==> src/fpDiv_consts.svh <==
`ifndef FPDIV_CONSTS_SVH
`define FPDIV_CONSTS_SVH

// ---------------------------------------------------------------------------
// binary32 format
// ---------------------------------------------------------------------------

// biased exponent field
`define FP_EXP_W 8
// stored fraction, hidden bit not counted
`define FP_FRAC_W 23
// exponent of 1.0
`define FP_BIAS 127
// whole packed word
`define FP_WORD_W 32

// ---------------------------------------------------------------------------
// mantissa divider
// ---------------------------------------------------------------------------

// integer bit, 24 significand bits, guard, round and one spare
`define QUOT_W 28
// radix-4 core retires two quotient bits per cycle
`define DIV_ITERS 14

`endif

==> src/fpDivPkg.sv <==
`include "fpDiv_consts.svh"

package fpDivPkg;

	// whole packed float
	typedef logic [`FP_WORD_W-1:0] fpWord;
	// biased exponent as stored
	typedef logic [`FP_EXP_W-1:0] expField;
	// significand with the hidden bit in front
	typedef logic [`FP_FRAC_W:0] mantField;
	// unbiased difference, two spare bits for sign and range
	typedef logic signed [`FP_EXP_W+1:0] expDiffField;
	// raw quotient from the core, integer bit on top
	typedef logic [`QUOT_W-1:0] quotField;

	// one decoded operand
	typedef struct packed {
		logic sign;
		expField exp;
		mantField mant;
		logic isZero;
		logic isInf;
		logic isNan;
	} fpClass;

	// both operands of one divide
	typedef struct packed {
		fpClass dividend;
		fpClass divisor;
	} divJob;

	// core output, the job rides along with its quotient
	typedef struct packed {
		quotField quot;
		logic sticky;
		divJob job;
	} coreResult;

	// mantissa divider FSM
	typedef enum logic {
		IDLE,
		RUN
	} coreState;

endpackage

==> src/fpDecompose.sv <==
`timescale 1ns/1ps
`include "fpDiv_consts.svh"

module fpDecompose (
	input  logic clk,
	input  logic rst,
	input  logic ce,
	input  logic ld,
	input  fpDivPkg::fpWord a,
	input  fpDivPkg::fpWord b,
	input  logic done,
	output logic jobValid,
	output fpDivPkg::divJob job,
	output logic busy
);

	logic accept;

	// split a word and sort it into zero, inf, nan or normal
	function automatic fpDivPkg::fpClass classify(input fpDivPkg::fpWord w);
		fpDivPkg::fpClass c;
		logic expAllOnes;
		logic fracZero;
		expAllOnes = &w[`FP_WORD_W-2 -: `FP_EXP_W];
		fracZero = ~|w[`FP_FRAC_W-1:0];
		c.sign = w[`FP_WORD_W-1];
		c.exp = w[`FP_WORD_W-2 -: `FP_EXP_W];
		// exponent zero covers denormals too, they read as zero
		c.isZero = ~|c.exp;
		c.isInf = expAllOnes & fracZero;
		c.isNan = expAllOnes & ~fracZero;
		// zero gets an empty significand so the core divides nothing
		c.mant = c.isZero ? '0 : {1'b1, w[`FP_FRAC_W-1:0]};
		return c;
	endfunction

	// ---------------------------------------------------------------------------
	// accept
	// ---------------------------------------------------------------------------

	// new op only when the last result is out and nothing is pending
	assign accept = ld && done && !busy;

	always_ff @(posedge clk) begin
		if (rst) begin
			jobValid <= 1'b0;
			busy <= 1'b0;
		end else if (ce) begin
			// single cycle strobe toward the core
			jobValid <= accept;
			// busy covers the cycle before the consumer drops done
			if (accept)
				busy <= 1'b1;
			else if (!done)
				busy <= 1'b0;
		end
	end

	// operand capture, payload only
	always_ff @(posedge clk) begin
		if (ce && accept) begin
			job.dividend <= classify(a);
			job.divisor <= classify(b);
		end
	end

endmodule

==> src/fpDivCore.sv <==
`timescale 1ns/1ps
`include "fpDiv_consts.svh"

module fpDivCore (
	input  logic clk,
	input  logic rst,
	input  logic ce,
	input  logic jobValid,
	input  fpDivPkg::divJob job,
	output logic resValid,
	output fpDivPkg::coreResult res
);

	localparam int CNT_W = $clog2(`DIV_ITERS);
	// remainder stays below twice the divisor, two spare bits on top
	localparam int REM_W = `FP_FRAC_W + 3;

	fpDivPkg::coreState state;
	logic [CNT_W-1:0] iter;
	logic lastIter;

	// datapath registers
	logic [REM_W-1:0] rem;
	logic [REM_W-1:0] divisor;
	fpDivPkg::quotField quot;
	logic sticky;
	fpDivPkg::divJob jobReg;

	// per cycle step results
	logic bitHi;
	logic bitLo;
	logic [REM_W-1:0] remMid;
	logic [REM_W-1:0] remNext;

	assign lastIter = (iter == CNT_W'(`DIV_ITERS - 1));

	// ---------------------------------------------------------------------------
	// two restoring steps per clock
	// ---------------------------------------------------------------------------

	always_comb begin
		// first bit of the pair
		bitHi = (rem >= divisor);
		remMid = (bitHi ? rem - divisor : rem) << 1;
		// second bit works on the shifted partial remainder
		bitLo = (remMid >= divisor);
		remNext = (bitLo ? remMid - divisor : remMid) << 1;
	end

	// ---------------------------------------------------------------------------
	// control
	// ---------------------------------------------------------------------------

	always_ff @(posedge clk) begin
		if (rst) begin
			state <= fpDivPkg::IDLE;
			iter <= '0;
			resValid <= 1'b0;
		end else if (ce) begin
			resValid <= 1'b0;
			case (state)
				fpDivPkg::IDLE: begin
					if (jobValid) begin
						state <= fpDivPkg::RUN;
						iter <= '0;
					end
				end
				fpDivPkg::RUN: begin
					iter <= iter + 1'b1;
					// quotient complete after the last pair
					if (lastIter) begin
						state <= fpDivPkg::IDLE;
						resValid <= 1'b1;
					end
				end
				default: state <= fpDivPkg::IDLE;
			endcase
		end
	end

	// ---------------------------------------------------------------------------
	// datapath
	// ---------------------------------------------------------------------------

	always_ff @(posedge clk) begin
		if (ce) begin
			if (state == fpDivPkg::IDLE && jobValid) begin
				// dividend significand is the first partial remainder
				rem <= {2'b00, job.dividend.mant};
				divisor <= {2'b00, job.divisor.mant};
				quot <= '0;
				jobReg <= job;
			end else if (state == fpDivPkg::RUN) begin
				rem <= remNext;
				// msb first, first bit lands on top after all pairs
				quot <= {quot[`QUOT_W-3:0], bitHi, bitLo};
				// anything left over feeds rounding
				if (lastIter)
					sticky <= |remNext;
			end
		end
	end

	assign res = '{quot: quot, sticky: sticky, job: jobReg};

endmodule

==> src/fpDivRound.sv <==
`timescale 1ns/1ps
`include "fpDiv_consts.svh"

module fpDivRound (
	input  logic clk,
	input  logic rst,
	input  logic ce,
	input  logic resValid,
	input  fpDivPkg::coreResult res,
	input  logic busy,
	output fpDivPkg::fpWord o,
	output logic done,
	output logic overflow,
	output logic underflow,
	output logic divByZero,
	output logic invalid
);

	localparam int SIG_W = `FP_FRAC_W + 1;
	localparam int EXP_MAX = (1 << `FP_EXP_W) - 1;
	// canonical quiet NaN, positive
	localparam fpDivPkg::fpWord QNAN =
		{1'b0, {`FP_EXP_W{1'b1}}, 1'b1, {(`FP_FRAC_W-1){1'b0}}};

	// stage one inputs
	fpDivPkg::fpClass opA;
	fpDivPkg::fpClass opB;
	logic nanCase;
	logic infCase;
	logic zeroCase;
	logic dbzCase;
	fpDivPkg::expDiffField expRaw;

	// stage one registers
	logic s1Valid;
	logic s1Sign;
	logic s1Nan;
	logic s1Inf;
	logic s1Zero;
	logic s1DivZero;
	fpDivPkg::expDiffField s1Exp;
	fpDivPkg::quotField s1Quot;
	logic s1Sticky;

	// stage two
	fpDivPkg::quotField normQ;
	fpDivPkg::mantField sig;
	logic guard;
	logic rest;
	logic roundUp;
	logic [SIG_W:0] sum;
	logic carry;
	logic [`FP_FRAC_W-1:0] frac;
	fpDivPkg::expDiffField expFinal;
	fpDivPkg::fpWord infWord;
	fpDivPkg::fpWord zeroWord;

	assign opA = res.job.dividend;
	assign opB = res.job.divisor;

	// ---------------------------------------------------------------------------
	// stage one, exponent and special case select
	// ---------------------------------------------------------------------------

	always_comb begin
		// any NaN, 0/0 and inf/inf all give the invalid result
		nanCase = opA.isNan | opB.isNan | (opA.isZero & opB.isZero) | (opA.isInf & opB.isInf);
		infCase = 1'b0;
		zeroCase = 1'b0;
		dbzCase = 1'b0;
		if (!nanCase) begin
			if (opA.isInf)
				infCase = 1'b1;
			else if (opB.isInf)
				zeroCase = 1'b1;
			else if (opB.isZero) begin
				infCase = 1'b1;
				dbzCase = 1'b1;
			end else if (opA.isZero)
				zeroCase = 1'b1;
		end
		expRaw = fpDivPkg::expDiffField'({2'b00, opA.exp})
			- fpDivPkg::expDiffField'({2'b00, opB.exp})
			+ fpDivPkg::expDiffField'(`FP_BIAS);
		// quotient below one, normalizing shifts left once
		if (!res.quot[`QUOT_W-1])
			expRaw = expRaw - fpDivPkg::expDiffField'(1);
	end

	always_ff @(posedge clk) begin
		if (rst)
			s1Valid <= 1'b0;
		else if (ce)
			s1Valid <= resValid;
	end

	always_ff @(posedge clk) begin
		if (ce && resValid) begin
			s1Sign <= opA.sign ^ opB.sign;
			s1Nan <= nanCase;
			s1Inf <= infCase;
			s1Zero <= zeroCase;
			s1DivZero <= dbzCase;
			s1Exp <= expRaw;
			s1Quot <= res.quot;
			s1Sticky <= res.sticky;
		end
	end

	// ---------------------------------------------------------------------------
	// stage two, normalize, round to nearest even, pack
	// ---------------------------------------------------------------------------

	always_comb begin
		normQ = s1Quot[`QUOT_W-1] ? s1Quot : s1Quot << 1;
		sig = normQ[`QUOT_W-1 -: SIG_W];
		guard = normQ[`QUOT_W-1-SIG_W];
		// round, spare and core remainder fold into one sticky
		rest = |normQ[`QUOT_W-2-SIG_W:0] | s1Sticky;
		// ties go to the even significand
		roundUp = guard & (rest | sig[0]);
		sum = {1'b0, sig} + (SIG_W+1)'(roundUp);
		// all ones rounded up, significand becomes 1.0 one binade higher
		carry = sum[SIG_W];
		frac = carry ? sum[SIG_W-1:1] : sum[SIG_W-2:0];
		expFinal = s1Exp + fpDivPkg::expDiffField'(carry);
		infWord = {s1Sign, {`FP_EXP_W{1'b1}}, {`FP_FRAC_W{1'b0}}};
		zeroWord = {s1Sign, {(`FP_WORD_W-1){1'b0}}};
	end

	always_ff @(posedge clk) begin
		if (rst) begin
			o <= '0;
			done <= 1'b1;
			overflow <= 1'b0;
			underflow <= 1'b0;
			divByZero <= 1'b0;
			invalid <= 1'b0;
		end else if (ce) begin
			if (s1Valid) begin
				done <= 1'b1;
				invalid <= s1Nan;
				divByZero <= s1DivZero;
				overflow <= 1'b0;
				underflow <= 1'b0;
				if (s1Nan)
					o <= QNAN;
				else if (s1Inf)
					o <= infWord;
				else if (s1Zero)
					o <= zeroWord;
				else if (expFinal >= EXP_MAX) begin
					// out of range on the rounded exponent
					o <= infWord;
					overflow <= 1'b1;
				end else if (expFinal <= 0) begin
					// no denormal output, flush
					o <= zeroWord;
					underflow <= 1'b1;
				end else
					o <= {s1Sign, expFinal[`FP_EXP_W-1:0], frac};
			end else if (busy)
				done <= 1'b0;
		end
	end

endmodule

==> src/fpDivide.sv <==
`timescale 1ns/1ps

module fpDivide (
	input  logic clk,
	input  logic rst,
	input  logic ce,
	input  logic ld,
	input  fpDivPkg::fpWord a,
	input  fpDivPkg::fpWord b,
	output fpDivPkg::fpWord o,
	output logic done,
	output logic overflow,
	output logic underflow,
	output logic divByZero,
	output logic invalid
);

	// decode to core
	logic jobValid;
	fpDivPkg::divJob job;
	// core to round
	logic resValid;
	fpDivPkg::coreResult res;
	// op accepted but done not yet dropped
	logic busy;

	fpDecompose prod0 (
		.clk(clk),
		.rst(rst),
		.ce(ce),
		.ld(ld),
		.a(a),
		.b(b),
		.done(done),
		.jobValid(jobValid),
		.job(job),
		.busy(busy)
	);

	fpDivCore core0 (
		.clk(clk),
		.rst(rst),
		.ce(ce),
		.jobValid(jobValid),
		.job(job),
		.resValid(resValid),
		.res(res)
	);

	fpDivRound cons0 (
		.clk(clk),
		.rst(rst),
		.ce(ce),
		.resValid(resValid),
		.res(res),
		.busy(busy),
		.o(o),
		.done(done),
		.overflow(overflow),
		.underflow(underflow),
		.divByZero(divByZero),
		.invalid(invalid)
	);

endmodule

==> config.mk <==
export PLATFORM = sky130hd
export DESIGN_NAME = fpDivide
export DESIGN_NICKNAME = d
export VERILOG_FILES = /design/src/fpDivPkg.sv /design/src/fpDecompose.sv /design/src/fpDivCore.sv /design/src/fpDivRound.sv /design/src/fpDivide.sv
export VERILOG_INCLUDE_DIRS = /design/src
export SDC_FILE = /design/constraint.sdc
export NUM_CORES = 1
export LEC_CHECK = 0
export ABC_CLOCK_PERIOD_IN_PS = 13000
export BUFFER_PORTS_ARGS = -buffer_cell sky130_fd_sc_hd__buf_4
export CAP_MARGIN = 20
export CORE_MARGIN = 2
export CORE_UTILIZATION = 55
export CTS_BUF_LIST = sky130_fd_sc_hd__clkbuf_4 sky130_fd_sc_hd__clkbuf_8
export CTS_CLUSTER_SIZE = 14
export DETAILED_ROUTE_END_ITERATION = 16
export GPL_TIMING_DRIVEN = 0
export MAX_ROUTING_LAYER = met4
export PLACE_DENSITY = 0.84
export RECOVER_POWER = 50
export SLEW_MARGIN = 20
export SYNTH_ARGS = -nofsm -noshare
export SYNTH_HDL_FRONTEND = slang
export SYNTH_SLANG_ARGS = --single-unit
==> constraint.sdc <==
create_clock -name clk -period 13 [get_ports clk]
set_input_delay 2.6 -clock clk [delete_from_list [all_inputs] [get_ports clk]]
set_output_delay 2.6 -clock clk [all_outputs]
set_load 0.05 [all_outputs]
Yosys cells after proc, flatten, opt, wreduce, memory -nomap -nowiden
Index checks and enable logic that the tools add are counted.

Register bits: 265. Input port bits: 68.

Bitwise logic cells: 15. $lt $le $gt $ge: 4. Reduce and logical (&&, ||, !) cells: 28. $add $sub $neg: 8. Muxes and demuxes: 41. Equality and inequality tests: 3.

Operators by type and width (count): 31-bit two-way mux (4); 24-bit two-way mux (3); 28-bit two-way mux (2); 26-bit by 24-bit greater-or-equal comparator with 1-bit output (2); 25-bit two-way mux (2); 25-bit by 24-bit subtractor with 25-bit output (2); 23-bit OR reduction (2); 32-bit two-way mux (1); 26-bit two-way mux (1); 24-bit by 1-bit adder with 25-bit output (1); 25-bit OR reduction (1); 1-bit two-way mux (23); 23-bit two-way mux (1); 8-bit AND reduction (2); 8-bit OR reduction (2); 2-bit AND reduction (6); 10-bit by 2-bit adder with 10-bit output (1); 10-bit by 8-bit adder with 10-bit output, second input constant (1); 10-bit by 9-bit greater-or-equal comparator with 1-bit output, second input constant (1); 10-bit by 1-bit <= comparator with 1-bit output, second input constant (1); 10-bit two-way mux (1); 10-bit by 2-bit subtractor with 10-bit output, second input constant (1); 8-bit by 8-bit subtractor with 9-bit output (1); 4-bit case mux with 2 select lines (1); 15 further kinds (36).

Depth between registers and ports, before layout
Word-level depth: 13. Depth in mapped cells: 26. Mapped depth without buffers: 22.

Modules after synthesis
A second synthesis with hierarchy kept.

Cells, all modules: 1430. Area, all modules: 15666.3 um2.

Modules (own cells, without submodules): fpDivCore (area each 8161.6 um2, cells each 774, instances 1); fpDivRound (area each 4758.3 um2, cells each 491, instances 1); fpDecompose (area each 2746.4 um2, cells each 165, instances 1).

Worst setup path before layout
No wires, ideal clock.

Kind: input to register. Start: in ce. End: reg core0.divisor[0] (enable). Setup slack: 7481 ps. Stages on the path: 3. Arrival time: 5062 ps. Buffers on the path: 1. Cell sequence: clkbuf_1 > inv_1 > nor2_1.

Longest elaborated chain between the ends: 1.

Ends and longest elaborated chain: start: declaration (RTL line fpDivide.sv:6) `input logic ce,`; 2-bit AND reduction (no source line); end signal: assignment (RTL line fpDivCore.sv:90) `divisor <= {2'b00, job.divisor.mant};`; end: declaration (RTL line fpDivCore.sv:24) `logic [REM_W-1:0] divisor;`.

No other way between the ends. A chain may end at the register's enable or synchronous reset.

Worst setup path after layout
Start: reg core0.rem[0]. End: reg core0.sticky (data pin).

Longest elaborated chain between the ends: 5. Elaborated cells on any way between the ends: 7. Classes of those cells: add/sub: 2; order compare: 2; mux: 2; reduce/logical: 1.

Ends and longest elaborated chain: start: declaration (RTL line fpDivCore.sv:23) `logic [REM_W-1:0] rem;`; start signal: assignment (RTL line fpDivCore.sv:89) `rem <= {2'b00, job.dividend.mant};`; start signal: assignment (RTL line fpDivCore.sv:94) `rem <= remNext;`; 25-bit by 24-bit subtractor with 25-bit output or 26-bit by 24-bit greater-or-equal comparator with 1-bit output (tied branches) (RTL line fpDivCore.sv:44, fpDivCore.sv:43); 25-bit two-way mux * (RTL line fpDivCore.sv:44) `remMid = (bitHi ? rem - divisor : rem) << 1;`; 25-bit by 24-bit subtractor with 25-bit output or 26-bit by 24-bit greater-or-equal comparator with 1-bit output (tied branches) (RTL line fpDivCore.sv:47, fpDivCore.sv:46); 25-bit two-way mux * (RTL line fpDivCore.sv:47) `remNext = (bitLo ? remMid - divisor : remMid) << 1;`; 25-bit OR reduction * (RTL line fpDivCore.sv:99) `sticky <= |remNext;`; end signal: assignment (RTL line fpDivCore.sv:99); end: declaration (RTL line fpDivCore.sv:26) `logic sticky;`.

Every way passes the cells marked *; elsewhere a longest branch is shown, timed or not.

==> reports/qor.yml <==
cts:
  cts_hold_buffers: 0
  clockRootBuffer: "clkbuf_8"
  cts_max_level: 2
  post_cts_buffers: 0
  clk_transition_reported_paths_ns: 0.06
  cts-buffers-inserted: 43
  clk_latency_ns: 0.56
  clock-sinks: 265
  cts_tree: "yes"
  cts_buffer_depth: 3
  cts_resized: 0
grt:
  overflow: 0
  grt_antenna_before_repair: 0
  grt_max_degree: 50
  grt_pass1_vias: 10347
  grt_pass1_wl_um: 51700
  grt_use_total_pct: 23.8
final_layout:
  area_delta_synth_final_pct: 14.2
  layout-drive-gt1-share_pct: 13.2
  final_net_count: 1634
  n_antenna_cell: 0
  final_area_mm2: 0.0165
  nFillCells: 2083
yosys:
  synthCells: 1349
  synth-seq-area-share_pct: 52.0
  synthesis.area_mm2: 0.0144
  synth_edf_count: 219
  syn_nets: 1483
  ys_types: 76
  async_reset_ff_share_pct: 0
  yosys_register_bits: 265
  ys.flop_type: "edfxtp_1"
  postSynthAreaPerCell_um2: 10.7
  yosys_warnings: 0
routing:
  route.detailed.drc: 0
  vias: 10572
  drt_iter0_drc: 885
  drt-total-wl_um: 31900
  viasPerCell: 5.66
  drtAntennaViolNets: 0
  firstDrtPassIters: 5
  avgRoutedWirePerCell_um: 17.1
placed_design:
  dpl.hpwl_um: 24900
  portBuffers: 102
  routabilityCongestion: 0.942
  placed_area_mm2: 0.0157
floorplan:
  die-width_um: 166
  core_area_mm2: 0.0259
  start_util_pct: 55.6
  io_pins: 105
  rows: 59
  dieArea_mm2: 0.0275
  die_h_um: 166
power:
  p_per_area_mw_per_mm2: 122
  total_power_uw: 2010
  p_leak_uw: 0.00609
  ir_drop_uv: 112
setup_path:
  crit_family: "compound AO/OA/AOI/OAI gates"
  critPathArrivalTime_ns: 6.92
  crit_slowest_cell: "a2111oi_0"
  crit_chain: "inv_1, ha_1, inv_1, fa_1, a21o_1, a221o_1, nand4_1, a31oi_1, a31oi_1, clkbuf_1, buf_2, nand2_1, o21ai_0, ha_1, nor2b_1, o2111ai_1, a21oi_1, or3_1, a2111oi_0, nor4b_1, and4b_1, nand4b_1, o21ai_1, nand4_1"
  cp-end-kind: "flop"
  critPathRequiredTime_ns: 13.25
  cpPeakStageDelay_ns: 0.49
  start_kind: "flop"
  critPathKind: "reg -> reg"
  critPathBufInv: 4
  critPathMaxFanout: 10
outcome:
  status: "complete, but fails checks"
  violations: "max-capacitance violations, max-slew violations"
run:
  maxCapViolCount: 1
sta:
  grt_setup_unrepaired: "false"
  slew_violations: 31
  fin_crit_ns: 6.67
  hold_viol_final: 0
  setup_viol: 0
  final.setup.tns_ns: 0
  tightestPinTransition_ns: 1.56
  max-slew-margin-rel_pct: -4.29
  fmax_mhz: 150
  finClkSkew_ns: 0.0115
  timing.final.crit_share_pct: 51.3
worst_hold_path:
  hold_path.class: "reg -> reg"
==> per-stage QoR <==
| step | setup slack [ns] | util, % | std cells | hold WS [ns] |
|---|---|---|---|---|
| 2_1_floorplan | 7.48 | - | 1349 | 0.400 |
| 3_3_place_gp | 6.55 | 60.2 | 1786 | 0.402 |
| 3_5_place_dp | 6.53 | 60.6 | 1790 | 0.405 |
| 4_1_cts | 6.52 | 63.8 | 1869 | 0.411 |
| 5_1_grt | 5.89 | 63.5 | 1869 | 0.424 |
| 6_report | 6.33 | 63.5 | 1869 | 0.412 |
==> registers in the layout, indices dropped and copies added, names as in the netlist, 4 cells and up <==
signal and count:
cons0.o 32, cons0.s1Exp 10, cons0.s1Quot 28, core0.divisor 24, core0.iter 4, core0.quot 28, core0.rem 26, core0.res 24
prod0.job 72
==> Yosys cell counts, types with 3 or more instances <==
cell type  number  share of area, %
a21boi_0        4              0.21
inv_1          57               1.5
xor2_1         46               2.8
nand3b_1        3              0.16
buf_2           7              0.24
and4_1          3              0.18
a211oi_1       12              0.62
or4_1           3              0.16
nand2_1       126               3.3
nor2b_1        13              0.56
or3_1           5              0.22
ha_1           63               5.5
a31oi_1        11              0.48
nor4_1         26               1.1
o21ai_0        46               1.6
o211ai_1        6              0.31
xnor2_1        56               3.4
mux2i_1        25               1.7
o31ai_1         6              0.31
o21bai_1        6              0.31
nand3_1        34               1.2
a21o_1         17              0.89
a221o_1         4              0.28
nor2_1         83               2.2
buf_4           3              0.16
a22oi_1        12              0.62
dfxtp_1        46               6.4
a22o_1         12              0.73
o21a_1         10              0.52
and2_1         86               3.7
buf_6           3              0.23
a21oi_1        85               3.0
a211o_1         3              0.18
o31a_1          3              0.18
clkbuf_1       40               1.0
and3_1         13              0.56
and4b_1         3              0.21
mux2_2         16               1.2
nand2b_1        7              0.30
nor3_1         34               1.2
fa_1            3              0.42
edfxtp_1      219                46
nand4_1        25               1.1
o21ai_1        24              0.83
==> area by class of cell <==
class | instances | area, µm² | share of cell area [%]
Multi-Input combinational cell | 973 | 6460 | 39.3
Buffer | 54 | 243 | 1.47
Sequential cell | 265 | 7500 | 45.6
Inverter | 57 | 214 | 1.30
Tap cell | 335 | 419 | 2.55
Clock inverter | 26 | 169 | 1.03
Timing Repair Buffer | 106 | 777 | 4.72
Clock buffer | 53 | 673 | 4.09
==> logic make-up (layout without fill, tap and decap cells) <==
family	count (synthesis)	after routing	synth area share [%]
and+or+nand+nor	481	481	17.2
AOI/OAI and AO/OA	283	283	12.6
DFF	265	265	52.0
buffers and inverters	111	296	3.19
xor gates and xnor gates	102	102	6.20
adders and majority gates	66	66	5.88
muxes	41	41	2.99
==> per-layer routing <==
metal	vias to the layer above	wire (µm)	global-route usage (%)
li1	5261	-	-
met1	4906	14300	31.0
met2	336	15100	39.4
met3	69	1830	3.53
met4	0	741	6.09
met5	-	0	-
==> where the power goes <==
part	total (µW)	leakage, µW	internal (µW)	switching (µW)
sequential	965	0.00238	954	10.9
combinational	349	0.00327	141	208
clock	695	0.000441	368	328
==> cell usage in the layout (no fill, tap or decap), types with 17 or more instances in the layout <==
cell type / instances
inv_1: 56
dfxtp_1: 46
nor2_1: 82
nor4_1: 26
o21ai_0: 47
and2_1: 40
xor2_1: 46
nor3_1: 34
buf_4: 84
nand3_1: 34
nand2_1: 126
nand4_1: 25
and2_0: 46
o21ai_1: 23
a21o_1: 17
ha_1: 63
mux2i_1: 25
xnor2_1: 56
a21oi_1: 85
edfxtp_1: 219
clkbuf_1: 58
clkbuf_8: 44
==> worst paths after layout <==
path,endpoint,startpoint,cells past startpoint,slack (ns)
worst min-delay path,core0.res[31],prod0.job[31],0,0.41
worst max register to register,core0.sticky,core0.rem[0],24,6.33
worst min register to register,core0.res[31],prod0.job[31],0,0.41
worst max-delay path,core0.sticky,core0.rem[0],24,6.33
(Power assumes the default switching activity.)
